==> src/source/rv_decode_params.svh <==
`ifndef RV_DECODE_PARAMS_SVH
`define RV_DECODE_PARAMS_SVH

// instruction and register file geometry
`define INST_W      32
`define REG_ADDR_W  5

// apb bus widths
`define APB_ADDR_W  8
`define APB_DATA_W  32

// event counter width
`define CNT_W       16

// register map
`define REG_INST    8'h00   // write only
`define REG_CTRL    8'h04
`define REG_REGS    8'h08
`define REG_STATUS  8'h0C
`define REG_DEC_CNT 8'h10
`define REG_ILL_CNT 8'h14

// system encoding that halts the unit
`define EBREAK_WORD 32'h0010_0073

`endif

==> src/source/rv_decode_pkg.sv <==
`include "rv_decode_params.svh"
`default_nettype none

package rv_decode_pkg;

    typedef enum logic [6:0] {
        opc_op        = 7'b0110011,
        opc_op_imm    = 7'b0010011,
        opc_op_32     = 7'b0111011,
        opc_op_imm_32 = 7'b0011011,
        opc_load      = 7'b0000011,
        opc_store     = 7'b0100011,
        opc_branch    = 7'b1100011,
        opc_jal       = 7'b1101111,
        opc_jalr      = 7'b1100111,
        opc_lui       = 7'b0110111,
        opc_auipc     = 7'b0010111,
        opc_system    = 7'b1110011
    } opcode_e;

    typedef enum logic [4:0] {
        alu_none, alu_add, alu_sub, alu_mul, alu_slt, alu_sltu,
        alu_and, alu_or, alu_xor, alu_sll, alu_srl, alu_sra,
        alu_divu, alu_remu, alu_div, alu_rem,
        alu_beq, alu_bne, alu_blt, alu_bge, alu_bltu, alu_bgeu
    } alu_op_e;

    typedef enum logic [1:0] {
        src_reg, src_imm, src_pc_plus4, src_imm_pc
    } alu_src_e;

    typedef enum logic [2:0] {
        imm_none, imm_i, imm_s, imm_b, imm_u, imm_j, imm_shamt
    } imm_sel_e;

    typedef enum logic [3:0] {
        mem_none, mem_lb_u, mem_lh, mem_lh_u, mem_lw, mem_ld,
        mem_sb, mem_sh, mem_sw, mem_sd
    } mem_op_e;

    typedef enum logic [1:0] {
        st_idle, st_decode, st_halted
    } fsm_state_e;

    typedef struct packed {
        logic     illegal;
        logic     ebreak;
        logic     reg_wen;
        logic     branch;
        logic     jump;
        logic     jalr;
        logic     word_op;   // 32-bit groups
        logic     mul;
        alu_op_e  alu_op;
        alu_src_e alu_src;
        imm_sel_e imm_sel;
        mem_op_e  mem_op;
    } decode_ctrl_t;

    typedef struct packed {
        logic [`REG_ADDR_W-1:0] rd;
        logic [`REG_ADDR_W-1:0] rs1;
        logic [`REG_ADDR_W-1:0] rs2;
    } reg_addrs_t;

    typedef struct packed {
        logic                   psel;
        logic                   penable;
        logic                   pwrite;
        logic [`APB_ADDR_W-1:0] paddr;
        logic [`APB_DATA_W-1:0] pwdata;
    } apb_req_t;

    typedef struct packed {
        logic [`APB_DATA_W-1:0] prdata;
        logic                   pready;
        logic                   pslverr;
    } apb_rsp_t;

endpackage

`default_nettype wire

==> src/source/inst_decoder.sv <==
`timescale 1ns/1ps
`default_nettype none
`include "rv_decode_params.svh"

module inst_decoder import rv_decode_pkg::*; (
    input  logic [`INST_W-1:0] inst,
    output decode_ctrl_t       ctrl,
    output reg_addrs_t         regs
);

    logic [6:0]             opcode;
    logic [2:0]             funct3;
    logic [6:0]             funct7;
    logic [`REG_ADDR_W-1:0] rd;
    logic [`REG_ADDR_W-1:0] rs1;
    logic [`REG_ADDR_W-1:0] rs2;
    logic                   legal;
    logic                   use_rs1;
    logic                   use_rs2;

    assign opcode = inst[6:0];
    assign funct3 = inst[14:12];
    assign funct7 = inst[31:25];
    assign rd     = inst[11:7];
    assign rs1    = inst[19:15];
    assign rs2    = inst[24:20];

    always_comb begin
        ctrl    = '0;
        legal   = 1'b1;
        use_rs1 = 1'b1;   // dropped for lui, auipc, jal
        use_rs2 = 1'b0;
        case (opcode)
            opc_op: begin
                ctrl.reg_wen = 1'b1;
                use_rs2      = 1'b1;
                case ({funct7, funct3})
                    {7'b0000000, 3'b000}: ctrl.alu_op = alu_add;
                    {7'b0100000, 3'b000}: ctrl.alu_op = alu_sub;
                    {7'b0000001, 3'b000}: begin
                        ctrl.alu_op = alu_mul;
                        ctrl.mul    = 1'b1;
                    end
                    {7'b0000000, 3'b010}: ctrl.alu_op = alu_slt;
                    {7'b0000000, 3'b011}: ctrl.alu_op = alu_sltu;
                    {7'b0000000, 3'b111}: ctrl.alu_op = alu_and;
                    {7'b0000000, 3'b110}: ctrl.alu_op = alu_or;
                    {7'b0000001, 3'b101}: ctrl.alu_op = alu_divu;
                    {7'b0000001, 3'b111}: ctrl.alu_op = alu_remu;
                    default:              legal = 1'b0;
                endcase
            end
            opc_op_imm: begin
                ctrl.reg_wen = 1'b1;
                ctrl.alu_src = src_imm;
                ctrl.imm_sel = imm_i;
                case (funct3)
                    3'b000: ctrl.alu_op = alu_add;
                    3'b011: ctrl.alu_op = alu_sltu;
                    3'b111: ctrl.alu_op = alu_and;
                    3'b110: ctrl.alu_op = alu_or;
                    3'b100: ctrl.alu_op = alu_xor;
                    3'b001, 3'b101: begin
                        ctrl.alu_op  = (funct3 == 3'b001) ? alu_sll : alu_srl;
                        ctrl.imm_sel = imm_shamt;
                        legal        = (inst[31:26] == 6'b0);   // 6-bit shamt on rv64
                    end
                    default: legal = 1'b0;
                endcase
            end
            opc_op_32: begin
                ctrl.reg_wen = 1'b1;
                ctrl.word_op = 1'b1;
                use_rs2      = 1'b1;
                case ({funct7, funct3})
                    {7'b0000000, 3'b000}: ctrl.alu_op = alu_add;
                    {7'b0100000, 3'b000}: ctrl.alu_op = alu_sub;
                    {7'b0000001, 3'b000}: begin
                        ctrl.alu_op = alu_mul;
                        ctrl.mul    = 1'b1;
                    end
                    {7'b0000000, 3'b001}: ctrl.alu_op = alu_sll;
                    {7'b0000000, 3'b101}: ctrl.alu_op = alu_srl;
                    {7'b0100000, 3'b101}: ctrl.alu_op = alu_sra;
                    {7'b0000001, 3'b100}: ctrl.alu_op = alu_div;
                    {7'b0000001, 3'b110}: ctrl.alu_op = alu_rem;
                    default:              legal = 1'b0;
                endcase
            end
            opc_op_imm_32: begin
                ctrl.reg_wen = 1'b1;
                ctrl.word_op = 1'b1;
                ctrl.alu_src = src_imm;
                ctrl.imm_sel = imm_shamt;
                case (funct3)
                    3'b000: begin
                        ctrl.alu_op  = alu_add;
                        ctrl.imm_sel = imm_i;
                    end
                    3'b001: begin
                        ctrl.alu_op = alu_sll;
                        legal       = (funct7 == 7'b0);
                    end
                    3'b101: begin
                        case (funct7)
                            7'b0000000: ctrl.alu_op = alu_srl;
                            7'b0100000: ctrl.alu_op = alu_sra;
                            default:    legal = 1'b0;
                        endcase
                    end
                    default: legal = 1'b0;
                endcase
            end
            opc_load: begin
                ctrl.reg_wen = 1'b1;
                ctrl.alu_op  = alu_add;   // base + offset
                ctrl.alu_src = src_imm;
                ctrl.imm_sel = imm_i;
                case (funct3)
                    3'b001:  ctrl.mem_op = mem_lh;
                    3'b010:  ctrl.mem_op = mem_lw;
                    3'b011:  ctrl.mem_op = mem_ld;
                    3'b100:  ctrl.mem_op = mem_lb_u;
                    3'b101:  ctrl.mem_op = mem_lh_u;
                    default: legal = 1'b0;
                endcase
            end
            opc_store: begin
                ctrl.alu_op  = alu_add;
                ctrl.alu_src = src_imm;
                ctrl.imm_sel = imm_s;
                use_rs2      = 1'b1;
                case (funct3)
                    3'b000:  ctrl.mem_op = mem_sb;
                    3'b001:  ctrl.mem_op = mem_sh;
                    3'b010:  ctrl.mem_op = mem_sw;
                    3'b011:  ctrl.mem_op = mem_sd;
                    default: legal = 1'b0;
                endcase
            end
            opc_branch: begin
                ctrl.branch  = 1'b1;
                ctrl.imm_sel = imm_b;
                use_rs2      = 1'b1;
                case (funct3)
                    3'b000:  ctrl.alu_op = alu_beq;
                    3'b001:  ctrl.alu_op = alu_bne;
                    3'b100:  ctrl.alu_op = alu_blt;
                    3'b101:  ctrl.alu_op = alu_bge;
                    3'b110:  ctrl.alu_op = alu_bltu;
                    3'b111:  ctrl.alu_op = alu_bgeu;
                    default: legal = 1'b0;
                endcase
            end
            opc_jal: begin
                ctrl.jump    = 1'b1;
                ctrl.reg_wen = 1'b1;
                ctrl.alu_op  = alu_add;
                ctrl.alu_src = src_pc_plus4;   // link value
                ctrl.imm_sel = imm_j;
                use_rs1      = 1'b0;
            end
            opc_jalr: begin
                ctrl.jump    = 1'b1;
                ctrl.jalr    = 1'b1;
                ctrl.reg_wen = 1'b1;
                ctrl.alu_op  = alu_add;
                ctrl.alu_src = src_pc_plus4;
                ctrl.imm_sel = imm_i;
                legal        = (funct3 == 3'b000);
            end
            opc_lui: begin
                ctrl.reg_wen = 1'b1;
                ctrl.alu_op  = alu_add;
                ctrl.alu_src = src_imm;
                ctrl.imm_sel = imm_u;
                use_rs1      = 1'b0;
            end
            opc_auipc: begin
                ctrl.reg_wen = 1'b1;
                ctrl.alu_op  = alu_add;
                ctrl.alu_src = src_imm_pc;
                ctrl.imm_sel = imm_u;
                use_rs1      = 1'b0;
            end
            opc_system: begin
                use_rs1 = 1'b0;
                if (inst == `EBREAK_WORD) begin
                    ctrl.ebreak = 1'b1;
                end else begin
                    legal = 1'b0;   // ecall, csr ops not supported
                end
            end
            default: legal = 1'b0;
        endcase

        if (!legal) begin
            ctrl         = '0;
            ctrl.illegal = 1'b1;
            use_rs1      = 1'b0;
            use_rs2      = 1'b0;
        end

        regs.rd  = ctrl.reg_wen ? rd : '0;
        regs.rs1 = use_rs1 ? rs1 : '0;
        regs.rs2 = use_rs2 ? rs2 : '0;
    end

endmodule

`default_nettype wire

==> src/source/decode_seq_fsm.sv <==
`timescale 1ns/1ps
`default_nettype none

module decode_seq_fsm import rv_decode_pkg::*; (
    input  logic       clk,
    input  logic       arst_n,
    input  logic       inst_write,
    input  logic       is_ebreak,
    input  logic       halt_clear,
    output fsm_state_e state,
    output logic       capture,
    output logic       reject
);

    fsm_state_e state_nxt;

    always_comb begin
        state_nxt = state;
        case (state)
            st_idle: begin
                if (inst_write) begin
                    state_nxt = st_decode;
                end
            end
            st_decode: begin
                // second access cycle, transfer completes here
                if (!capture) begin
                    state_nxt = is_ebreak ? st_halted : st_idle;
                end
            end
            st_halted: begin
                if (halt_clear) begin
                    state_nxt = st_idle;
                end
            end
            default: state_nxt = st_idle;
        endcase
    end

    always_ff @(posedge clk or negedge arst_n) begin
        if (!arst_n) begin
            state   <= st_idle;
            capture <= 1'b0;
            reject  <= 1'b0;
        end else begin
            state   <= state_nxt;
            capture <= (state == st_idle) && inst_write;     // high in first access cycle
            reject  <= (state == st_halted) && inst_write;   // submit while halted
        end
    end

endmodule

`default_nettype wire

==> src/source/decode_counters.sv <==
`timescale 1ns/1ps
`default_nettype none
`include "rv_decode_params.svh"

module decode_counters import rv_decode_pkg::*; (
    input  logic              clk,
    input  logic              arst_n,
    input  logic              capture,
    input  logic              is_illegal,
    input  logic              cnt_clear,
    output logic [`CNT_W-1:0] dec_cnt,
    output logic [`CNT_W-1:0] ill_cnt
);

    // increment that sticks at all ones
    function automatic logic [`CNT_W-1:0] sat_inc(input logic [`CNT_W-1:0] value);
        logic [`CNT_W-1:0] result;
        result = value;
        if (value != '1) begin
            result = value + 1'b1;
        end
        return result;
    endfunction

    always_ff @(posedge clk or negedge arst_n) begin
        if (!arst_n) begin
            dec_cnt <= '0;
            ill_cnt <= '0;
        end else if (cnt_clear) begin
            dec_cnt <= '0;
            ill_cnt <= '0;
        end else if (capture) begin
            dec_cnt <= sat_inc(dec_cnt);
            if (is_illegal) begin
                ill_cnt <= sat_inc(ill_cnt);
            end
        end
    end

endmodule

`default_nettype wire

==> src/source/apb_decode_regs.sv <==
`timescale 1ns/1ps
`default_nettype none
`include "rv_decode_params.svh"

module apb_decode_regs import rv_decode_pkg::*; (
    input  logic               clk,
    input  logic               arst_n,
    input  apb_req_t           apb_req,
    output apb_rsp_t           apb_rsp,
    output logic [`INST_W-1:0] inst,
    input  decode_ctrl_t       dec_ctrl,
    input  reg_addrs_t         dec_regs,
    input  fsm_state_e         state,
    input  logic               capture,
    input  logic               reject,
    input  logic [`CNT_W-1:0]  dec_cnt,
    input  logic [`CNT_W-1:0]  ill_cnt,
    output logic               inst_write,
    output logic               halt_clear,
    output logic               cnt_clear
);

    logic         setup;
    logic         access;
    logic         status_wr;
    decode_ctrl_t ctrl_q;
    reg_addrs_t   regs_q;
    logic         illegal_seen;

    assign setup  = apb_req.psel && !apb_req.penable;
    assign access = apb_req.psel && apb_req.penable;

    assign inst_write = setup && apb_req.pwrite && (apb_req.paddr == `REG_INST);
    assign status_wr  = access && apb_req.pwrite && (apb_req.paddr == `REG_STATUS);
    assign halt_clear = status_wr && apb_req.pwdata[0];
    assign cnt_clear  = status_wr && apb_req.pwdata[1];

    always_ff @(posedge clk or negedge arst_n) begin
        if (!arst_n) begin
            inst <= '0;
        end else if (inst_write && state == st_idle) begin   // held while halted
            inst <= apb_req.pwdata;
        end
    end

    always_ff @(posedge clk or negedge arst_n) begin
        if (!arst_n) begin
            ctrl_q <= '0;
            regs_q <= '0;
        end else if (capture) begin
            ctrl_q <= dec_ctrl;
            regs_q <= dec_regs;
        end
    end

    always_ff @(posedge clk or negedge arst_n) begin
        if (!arst_n) begin
            illegal_seen <= 1'b0;
        end else if (halt_clear) begin
            illegal_seen <= 1'b0;
        end else if (capture && dec_ctrl.illegal) begin
            illegal_seen <= 1'b1;   // sticky
        end
    end

    always_comb begin
        apb_rsp         = '0;
        apb_rsp.pready  = access && !(state == st_decode && capture);   // one wait on submit
        apb_rsp.pslverr = access && reject;
        case (apb_req.paddr)
            `REG_CTRL:    apb_rsp.prdata = `APB_DATA_W'(ctrl_q);
            `REG_REGS:    apb_rsp.prdata = `APB_DATA_W'(regs_q);
            `REG_STATUS:  apb_rsp.prdata = `APB_DATA_W'({illegal_seen, state == st_halted});
            `REG_DEC_CNT: apb_rsp.prdata = `APB_DATA_W'(dec_cnt);
            `REG_ILL_CNT: apb_rsp.prdata = `APB_DATA_W'(ill_cnt);
            default:      apb_rsp.prdata = '0;
        endcase
    end

endmodule

`default_nettype wire

==> src/source/rv_decode_top.sv <==
`timescale 1ns/1ps
`default_nettype none
`include "rv_decode_params.svh"

module rv_decode_top import rv_decode_pkg::*; (
    input  logic     clk,
    input  logic     arst_n,
    input  apb_req_t apb_req,
    output apb_rsp_t apb_rsp
);

    logic [`INST_W-1:0] inst;
    decode_ctrl_t       dec_ctrl;
    reg_addrs_t         dec_regs;
    fsm_state_e         state;
    logic               capture;
    logic               reject;
    logic               inst_write;
    logic               halt_clear;
    logic               cnt_clear;
    logic [`CNT_W-1:0]  dec_cnt;
    logic [`CNT_W-1:0]  ill_cnt;

    inst_decoder i_decoder (
        .inst (inst),
        .ctrl (dec_ctrl),
        .regs (dec_regs)
    );

    decode_seq_fsm i_seq_fsm (
        .clk        (clk),
        .arst_n     (arst_n),
        .inst_write (inst_write),
        .is_ebreak  (dec_ctrl.ebreak),
        .halt_clear (halt_clear),
        .state      (state),
        .capture    (capture),
        .reject     (reject)
    );

    decode_counters i_counters (
        .clk        (clk),
        .arst_n     (arst_n),
        .capture    (capture),
        .is_illegal (dec_ctrl.illegal),
        .cnt_clear  (cnt_clear),
        .dec_cnt    (dec_cnt),
        .ill_cnt    (ill_cnt)
    );

    apb_decode_regs i_regs (
        .clk        (clk),
        .arst_n     (arst_n),
        .apb_req    (apb_req),
        .apb_rsp    (apb_rsp),
        .inst       (inst),
        .dec_ctrl   (dec_ctrl),
        .dec_regs   (dec_regs),
        .state      (state),
        .capture    (capture),
        .reject     (reject),
        .dec_cnt    (dec_cnt),
        .ill_cnt    (ill_cnt),
        .inst_write (inst_write),
        .halt_clear (halt_clear),
        .cnt_clear  (cnt_clear)
    );

endmodule

`default_nettype wire

==> config.mk <==
export PLATFORM = sky130hd
export DESIGN_NAME = rv_decode_top
export DESIGN_NICKNAME = d
export VERILOG_FILES = /design/src/source/rv_decode_pkg.sv /design/src/source/inst_decoder.sv /design/src/source/decode_seq_fsm.sv /design/src/source/decode_counters.sv /design/src/source/apb_decode_regs.sv /design/src/source/rv_decode_top.sv
export VERILOG_INCLUDE_DIRS = /design/src /design/src/source
export SDC_FILE = /design/constraint.sdc
export NUM_CORES = 1
export LEC_CHECK = 0
export BUFFER_PORTS_ARGS = -buffer_cell sky130_fd_sc_hd__buf_4
export CAP_MARGIN = 20
export CORE_ASPECT_RATIO = 0.8
export CORE_MARGIN = 5
export CORE_UTILIZATION = 50
export CTS_BUF_LIST = sky130_fd_sc_hd__clkbuf_16
export DETAILED_ROUTE_END_ITERATION = 8
export PLACE_DENSITY = 0.71
export SETUP_SLACK_MARGIN = 0.15
export SLEW_MARGIN = 10
export SYNTH_ARGS = -nofsm -noshare
export SYNTH_HDL_FRONTEND = slang
export SYNTH_SLANG_ARGS = --single-unit
==> constraint.sdc <==
create_clock -name clk -period 2.6 [get_ports clk]
set_input_delay 0.13 -clock clk [delete_from_list [all_inputs] [get_ports clk]]
set_output_delay 0.13 -clock clk [all_outputs]
set_load 0.05 [all_outputs]
After elaboration in Yosys (flattened, before gate mapping)
Index checks and enable logic that the tools add are counted.
W data, S select, Z words.
Word-level totals
  register bits after elaboration: 106
  latch bits: 0
  memory bits (writable): 0
  memory bits (read-only): 0
  input bits: 45
  logic and storage cells: 175
  memories kept: 0
Cells by class
  add/subtract/negate cells: 2
  multiply operators: 0
  divide/modulo/power cells: 0
  $lt $le $gt $ge: 0
  eq/ne operators: 46
  shift operators: 0
  mux-type cells: 56
  bitwise operators: 0
  reductions and logical operators: 49
Operators with widths (count)
  $mux W16: 7
  $pmux W22 S5: 1
  $pmux W5 S6: 3
  $eq A10 B4 Y1 const B: 5
  $pmux W4 S9: 1
  $eq A7 B6 Y1 const B: 5
  $add A16 B1 Y16 const B: 2
  $eq A32 B21 Y1 const B: 1
  $ne A16 B16 Y1 const B: 2
  $pmux W4 S8: 1
  $eq A10 B3 Y1 const B: 3
  $eq A7 B7 Y1 const B: 4
  $mux W22: 1
  $eq A7 B5 Y1 const B: 3
  $mux W1: 21
  $pmux W3 S7: 1
  $eq A10 B2 Y1 const B: 2
  $eq A10 B9 Y1 const B: 2
  $reduce_or A9 Y1: 2
  $eq A8 B4 Y1 const B: 2
  $eq A8 B5 Y1 const B: 2
  $pmux W4 S2: 2
  $pmux W4 S4: 1
  $mux W5: 3
  34 further kinds: 76

Logic depth before layout (Yosys ltp)
  depth after elaboration: 9
  depth in mapped cells: 10
  mapped depth without buffers: 8

Cells and area by module
Synthesis repeated with hierarchy kept, for this count alone.
Unflattened totals
  cells, all modules: 678
  area, all modules: 6847.8 um2
Modules (own cells, without submodules)
  apb_decode_regs: times used 1, cells each 248, area each 3520.9 um2, sequential area each 1751.7 um2
  decode_counters: times used 1, cells each 197, area each 1820.5 um2, sequential area each 800.8 um2
  inst_decoder: times used 1, cells each 221, area each 1348.8 um2, sequential area each 0.0 um2
  decode_seq_fsm: times used 1, cells each 12, area each 157.7 um2, sequential area each 100.1 um2

Least setup slack after synthesis
No wires, ideal clock.
  path kind: register to register
  start point: register i_regs.inst[27]
  end point: register i_counters.ill_cnt[14]
  library setup time: 0.135 ns
  arrival: 2.214 ns
  required time: 2.465 ns
  setup slack: 0.251 ns
  stages on the path, launching flop included: 9
  path buffers: 1
  period minus slack after synthesis: 2.349 ns
  cell sequence: dfrtp_1 or4_4 or3_4 nor4_4 a31oi_4 and3_4 buf_6 a31oi_1 a211oi_2
Between the ends
  word-level cells in the longest chain between the ends: 8
  elaborated cells on any way between the ends: 31
  classes of those cells: eq/ne: 15; mux: 8; reduce/logical: 8
Ends and longest elaborated chain
  start, declared: RTL line apb_decode_regs.sv:10  | output logic [`INST_W-1:0] inst,
  start signal, assigned: RTL line apb_decode_regs.sv:42  | inst <= apb_req.pwdata;
  $eq A7 B6 Y1 or $logic_not A7 Y1 (tied branches): RTL line inst_decoder.sv:105, inst_decoder.sv:102
  $reduce_or A2 Y1 (no line)
  $mux W1: RTL line inst_decoder.sv:105  | case (funct7)
  $pmux W1 S3: RTL line inst_decoder.sv:95  | case (funct3)
  $pmux W1 S10 *: RTL line inst_decoder.sv:33  | case (opcode)
  $mux W22 *: RTL line inst_decoder.sv:197  | if (!legal) begin
  $reduce_bool A2 Y1 (no line) *
  $reduce_and A3 Y1 (no line) *
  end signal, assigned: RTL line decode_counters.sv:35  | ill_cnt <= sat_inc(ill_cnt);
  end, declared: RTL line decode_counters.sv:12  | output logic [`CNT_W-1:0] ill_cnt
Mark *: on every way between the ends. The rest lies on a longest branch, timed or not.
A chain may end at the register's enable or synchronous reset.

Final worst setup path
  start point: register i_regs.inst[25]
  end point: register i_regs.regs_q[7] (netlist name)
Between the ends
  word-level cells in the longest chain between the ends: 7
  elaborated cells on any way between the ends: 28
  classes of those cells: eq/ne: 15; mux: 8; reduce/logical: 5
Ends and longest elaborated chain
  $eq A7 B6 Y1 or $logic_not A7 Y1 (tied branches): RTL line inst_decoder.sv:105, inst_decoder.sv:102
  $reduce_or A2 Y1 (no line)
  $mux W1: RTL line inst_decoder.sv:105
  $pmux W1 S3: RTL line inst_decoder.sv:95
  $pmux W1 S10 *: RTL line inst_decoder.sv:33
  $mux W1 *: RTL line inst_decoder.sv:197
  $mux W5 *: RTL line inst_decoder.sv:205  | regs.rs1 = use_rs1 ? rs1 : '0;
  end signal, assigned: RTL line apb_decode_regs.sv:52  | regs_q <= dec_regs;
  end, declared: RTL line apb_decode_regs.sv:27  | reg_addrs_t regs_q;
Marks and branches as above.

==> out/results.ini <==
[synth]
synthesis.area_sq_um=6140
syn_inst=649
ys_seq_elements=106
synthFlopType=dfrtp_1
yosysSeqAreaShare=0.432
yosys_warnings=0
synth.distinct_cells=73
avgSynthCellArea_sq_um=9.45
ys_async_sr_fraction=1.00
synth_edf_count=0

[route]
avgRoutedWirePerCell_microns=20.3
vias=5617
first_pass_iters=5
routed_wl_microns=18800
post-route-drc-count=0
drt_iter0_markers=560
drtAntennaViolNets=0
via_per_inst=6.08

[sta]
layout_min_cycle_time_ns=2.46
worst_pin_slew_ns=0.670
report.final.setup_viol=0
fin_crit_sh=0.946
fin_ws_ns=0.140
max_freq_ghz=0.406
timing_hold_violations_final=0
relSlewSlack=0.553
skew_ns=0.00966
rsz0062_at_grt=yes
holdWs_ns=0.0101
tns_ns=0
drv_slew=0

[grt]
grt_pass1_vias=5287
gr-usage-all-layers=0.261
grt_max_degree=59
grt_antenna_before_repair=1
overflow=0
grt_first_pass_wirelength_microns=29500

[floorplanning]
coreArea_sq_um=12100
die_w_microns=134
num_rows=36
initial_core_util=0.506
pin_count=79
fp.dieArea_sq_um=14600
die_h_microns=109

[clock_network]
worstSkewPairLatency_ns=0.36
cts_tree=yes
numCtsBuffers=9
h-tree-depth=3
cts_buffer_depth=2
cts_num_sinks=106
cts_root_buf=clkbuf_16
clkSlewWorstSetupHoldPaths_ns=0.08

[worst_setup_path]
r2r_start=i_regs.inst[25]$_DFFE_PN0P_
reg2reg_depth=8
crit_start=i_regs.inst[25]$_DFFE_PN0P_
critPathMaxFanout=10
worst_r2r_endpoint=i_regs.regs_q[7]$_DFFE_PN0P_
cp-start-kind=register
endpoint=i_regs.regs_q[7]$_DFFE_PN0P_
crit_required_ns=2.91
crit_path_end_kind=register
path_class=register to register
rrSetupSlack_ns=0.14
worstPathArrival_ns=2.77

[layout]
drive_gt1_frac=0.277
mostFrequentLayoutCell=buf_4
fin_cells=924
layout_common_cells=119 x buf_4, 97 x dfrtp_1, 63 x nor2_1
syn_to_final_growth_pct=26.1
antenna_cells=0
nets=814

[placed_design]
dpl.cell_count=871
port_buffers=68
detailed_place_hpwl_microns=13600
place_ws_ns=0.0426
gp_congestion=0.950

[power]
ir_worst_vdd_mv=0.437
p_per_area_nw_per_um2=451
leakagePower_nw=3.49

[run_status]
run_status=complete, no violations

[flow_run]
cap_violations=0

[worst_hold_path]
hold_class=input port to register

==> synthesized netlist by cell type, types with 6 or more instances <==
cell       instances  area share
a221o_1           14       0.023
xor2_1             9       0.013
mux2i_1           16       0.026
xnor2_1            9       0.013
nand2_1           51       0.031
a21oi_1           36       0.029
nor2_1            63       0.039
nand4_1           14       0.014
nand3_1           25       0.020
nand2b_1           8      0.0082
clkbuf_1          26       0.016
nor3_1            16       0.013
or3_1             11       0.011
and3_1            14       0.014
or4_1              8      0.0098
o2bb2ai_1         19       0.027
buf_4             12       0.015
inv_1             22       0.013
o21ai_0           22       0.018
buf_1              6      0.0037
buf_2              6      0.0049
o211ai_1           7      0.0086
dfrtp_1          106        0.43
mux2_2            37       0.068
o31ai_1            6      0.0073
==> worst min-delay path by stage <==
stage / to / slack (ns) / start / cells past startpoint
2_1_floorplan: i_counters.dec_cnt[0]$_DFFE_PN0P_ / -0.17 / arst_n / 0
3_3_place_gp: i_counters.dec_cnt[7]$_DFFE_PN0P_ / 0.20 / arst_n / 1
3_5_place_dp: i_counters.dec_cnt[8]$_DFFE_PN0P_ / 0.21 / arst_n / 1
4_1_cts: i_regs.inst[28]$_DFFE_PN0P_ / 0.003 / apb_req[28] / 2
5_1_grt: i_regs.inst[18]$_DFFE_PN0P_ / 0.006 / apb_req[18] / 2
6_report: i_regs.inst[30]$_DFFE_PN0P_ / 0.01 / apb_req[30] / 2
==> layout make-up <==
class / instances / area [sq um]
clock buffers: 9 / 225
multi-input cells: 478 / 3270
clock inverters: 7 / 88.8
repair buffers: 149 / 1210
inverters: 23 / 86.3
flip-flops and latches: 106 / 2660
well taps: 152 / 190
fillers: 1020 / 4380
==> logic make-up (layout without fill, tap and decap cells) <==
kind of cell    after synthesis  count (layout)  synth area share
compound gates              146             146             0.170
xor+xnor                     18              18            0.0257
fa+ha+maj                     2               2           0.00408
buf+inv                      74             188            0.0551
flops                       106             106             0.432
mux                          53              53            0.0940
other cells                   1              10          0.000611
simple gates                249             249             0.218
==> repair_timing <==
action,in CTS,in global routing
endpoints found under the setup margin,30,37
buffers inserted,0,10
gates resized for setup,9,18
endpoints found under the hold margin,73,1
hold buffers,26,1
pin swaps,2,2
==> routing by layer <==
layer,wire [microns],global-route usage
met2,8240,0.394
met3,1600,0.0600
met1,8680,0.387
met4,270,0.0565
met5,0,0
==> state kept, by name, indices dropped and copies added (netlist names) <==
signal	flops
i_regs.illegal_seen	1
i_regs.inst	32
i_regs.regs_q	15
i_seq_fsm.capture	1
i_regs.ctrl_q	22
i_seq_fsm.reject	1
i_counters.dec_cnt	16
i_counters.ill_cnt	16
i_seq_fsm.state	2
==> critical path, cell delays in order (launching register included) <==
cell	delay [ns]
dfrtp_1	0.53
a2111oi_0	0.62
a221o_1	0.20
nor2_1	0.04
o211a_2	0.29
buf_4	0.17
nand3_4	0.14
and4_4	0.27
a22o_1	0.13
==> power by group <==
part,switching [W],leakage (nW),total (W),internal [W]
clock network,0.000740,0.153,0.00144,0.000701
registers,0.0000330,1.31,0.00170,0.00167
logic,0.000197,2.02,0.000346,0.000149
==> metrics by stage <==
step / instance area (sq um) / power, W / utilization
final: 7740 / 0.00349 / 0.639
after global routing: 7740 / 0.00361 / 0.639
after CTS: 7580 / 0.00349 / 0.625
after detailed placement: 6970 / 0.00204 / 0.576
after global placement: 6970 / 0.00203 / 0.576
after floorplan: 6170 / 0.00190 / -
(Power assumes the default switching activity.)
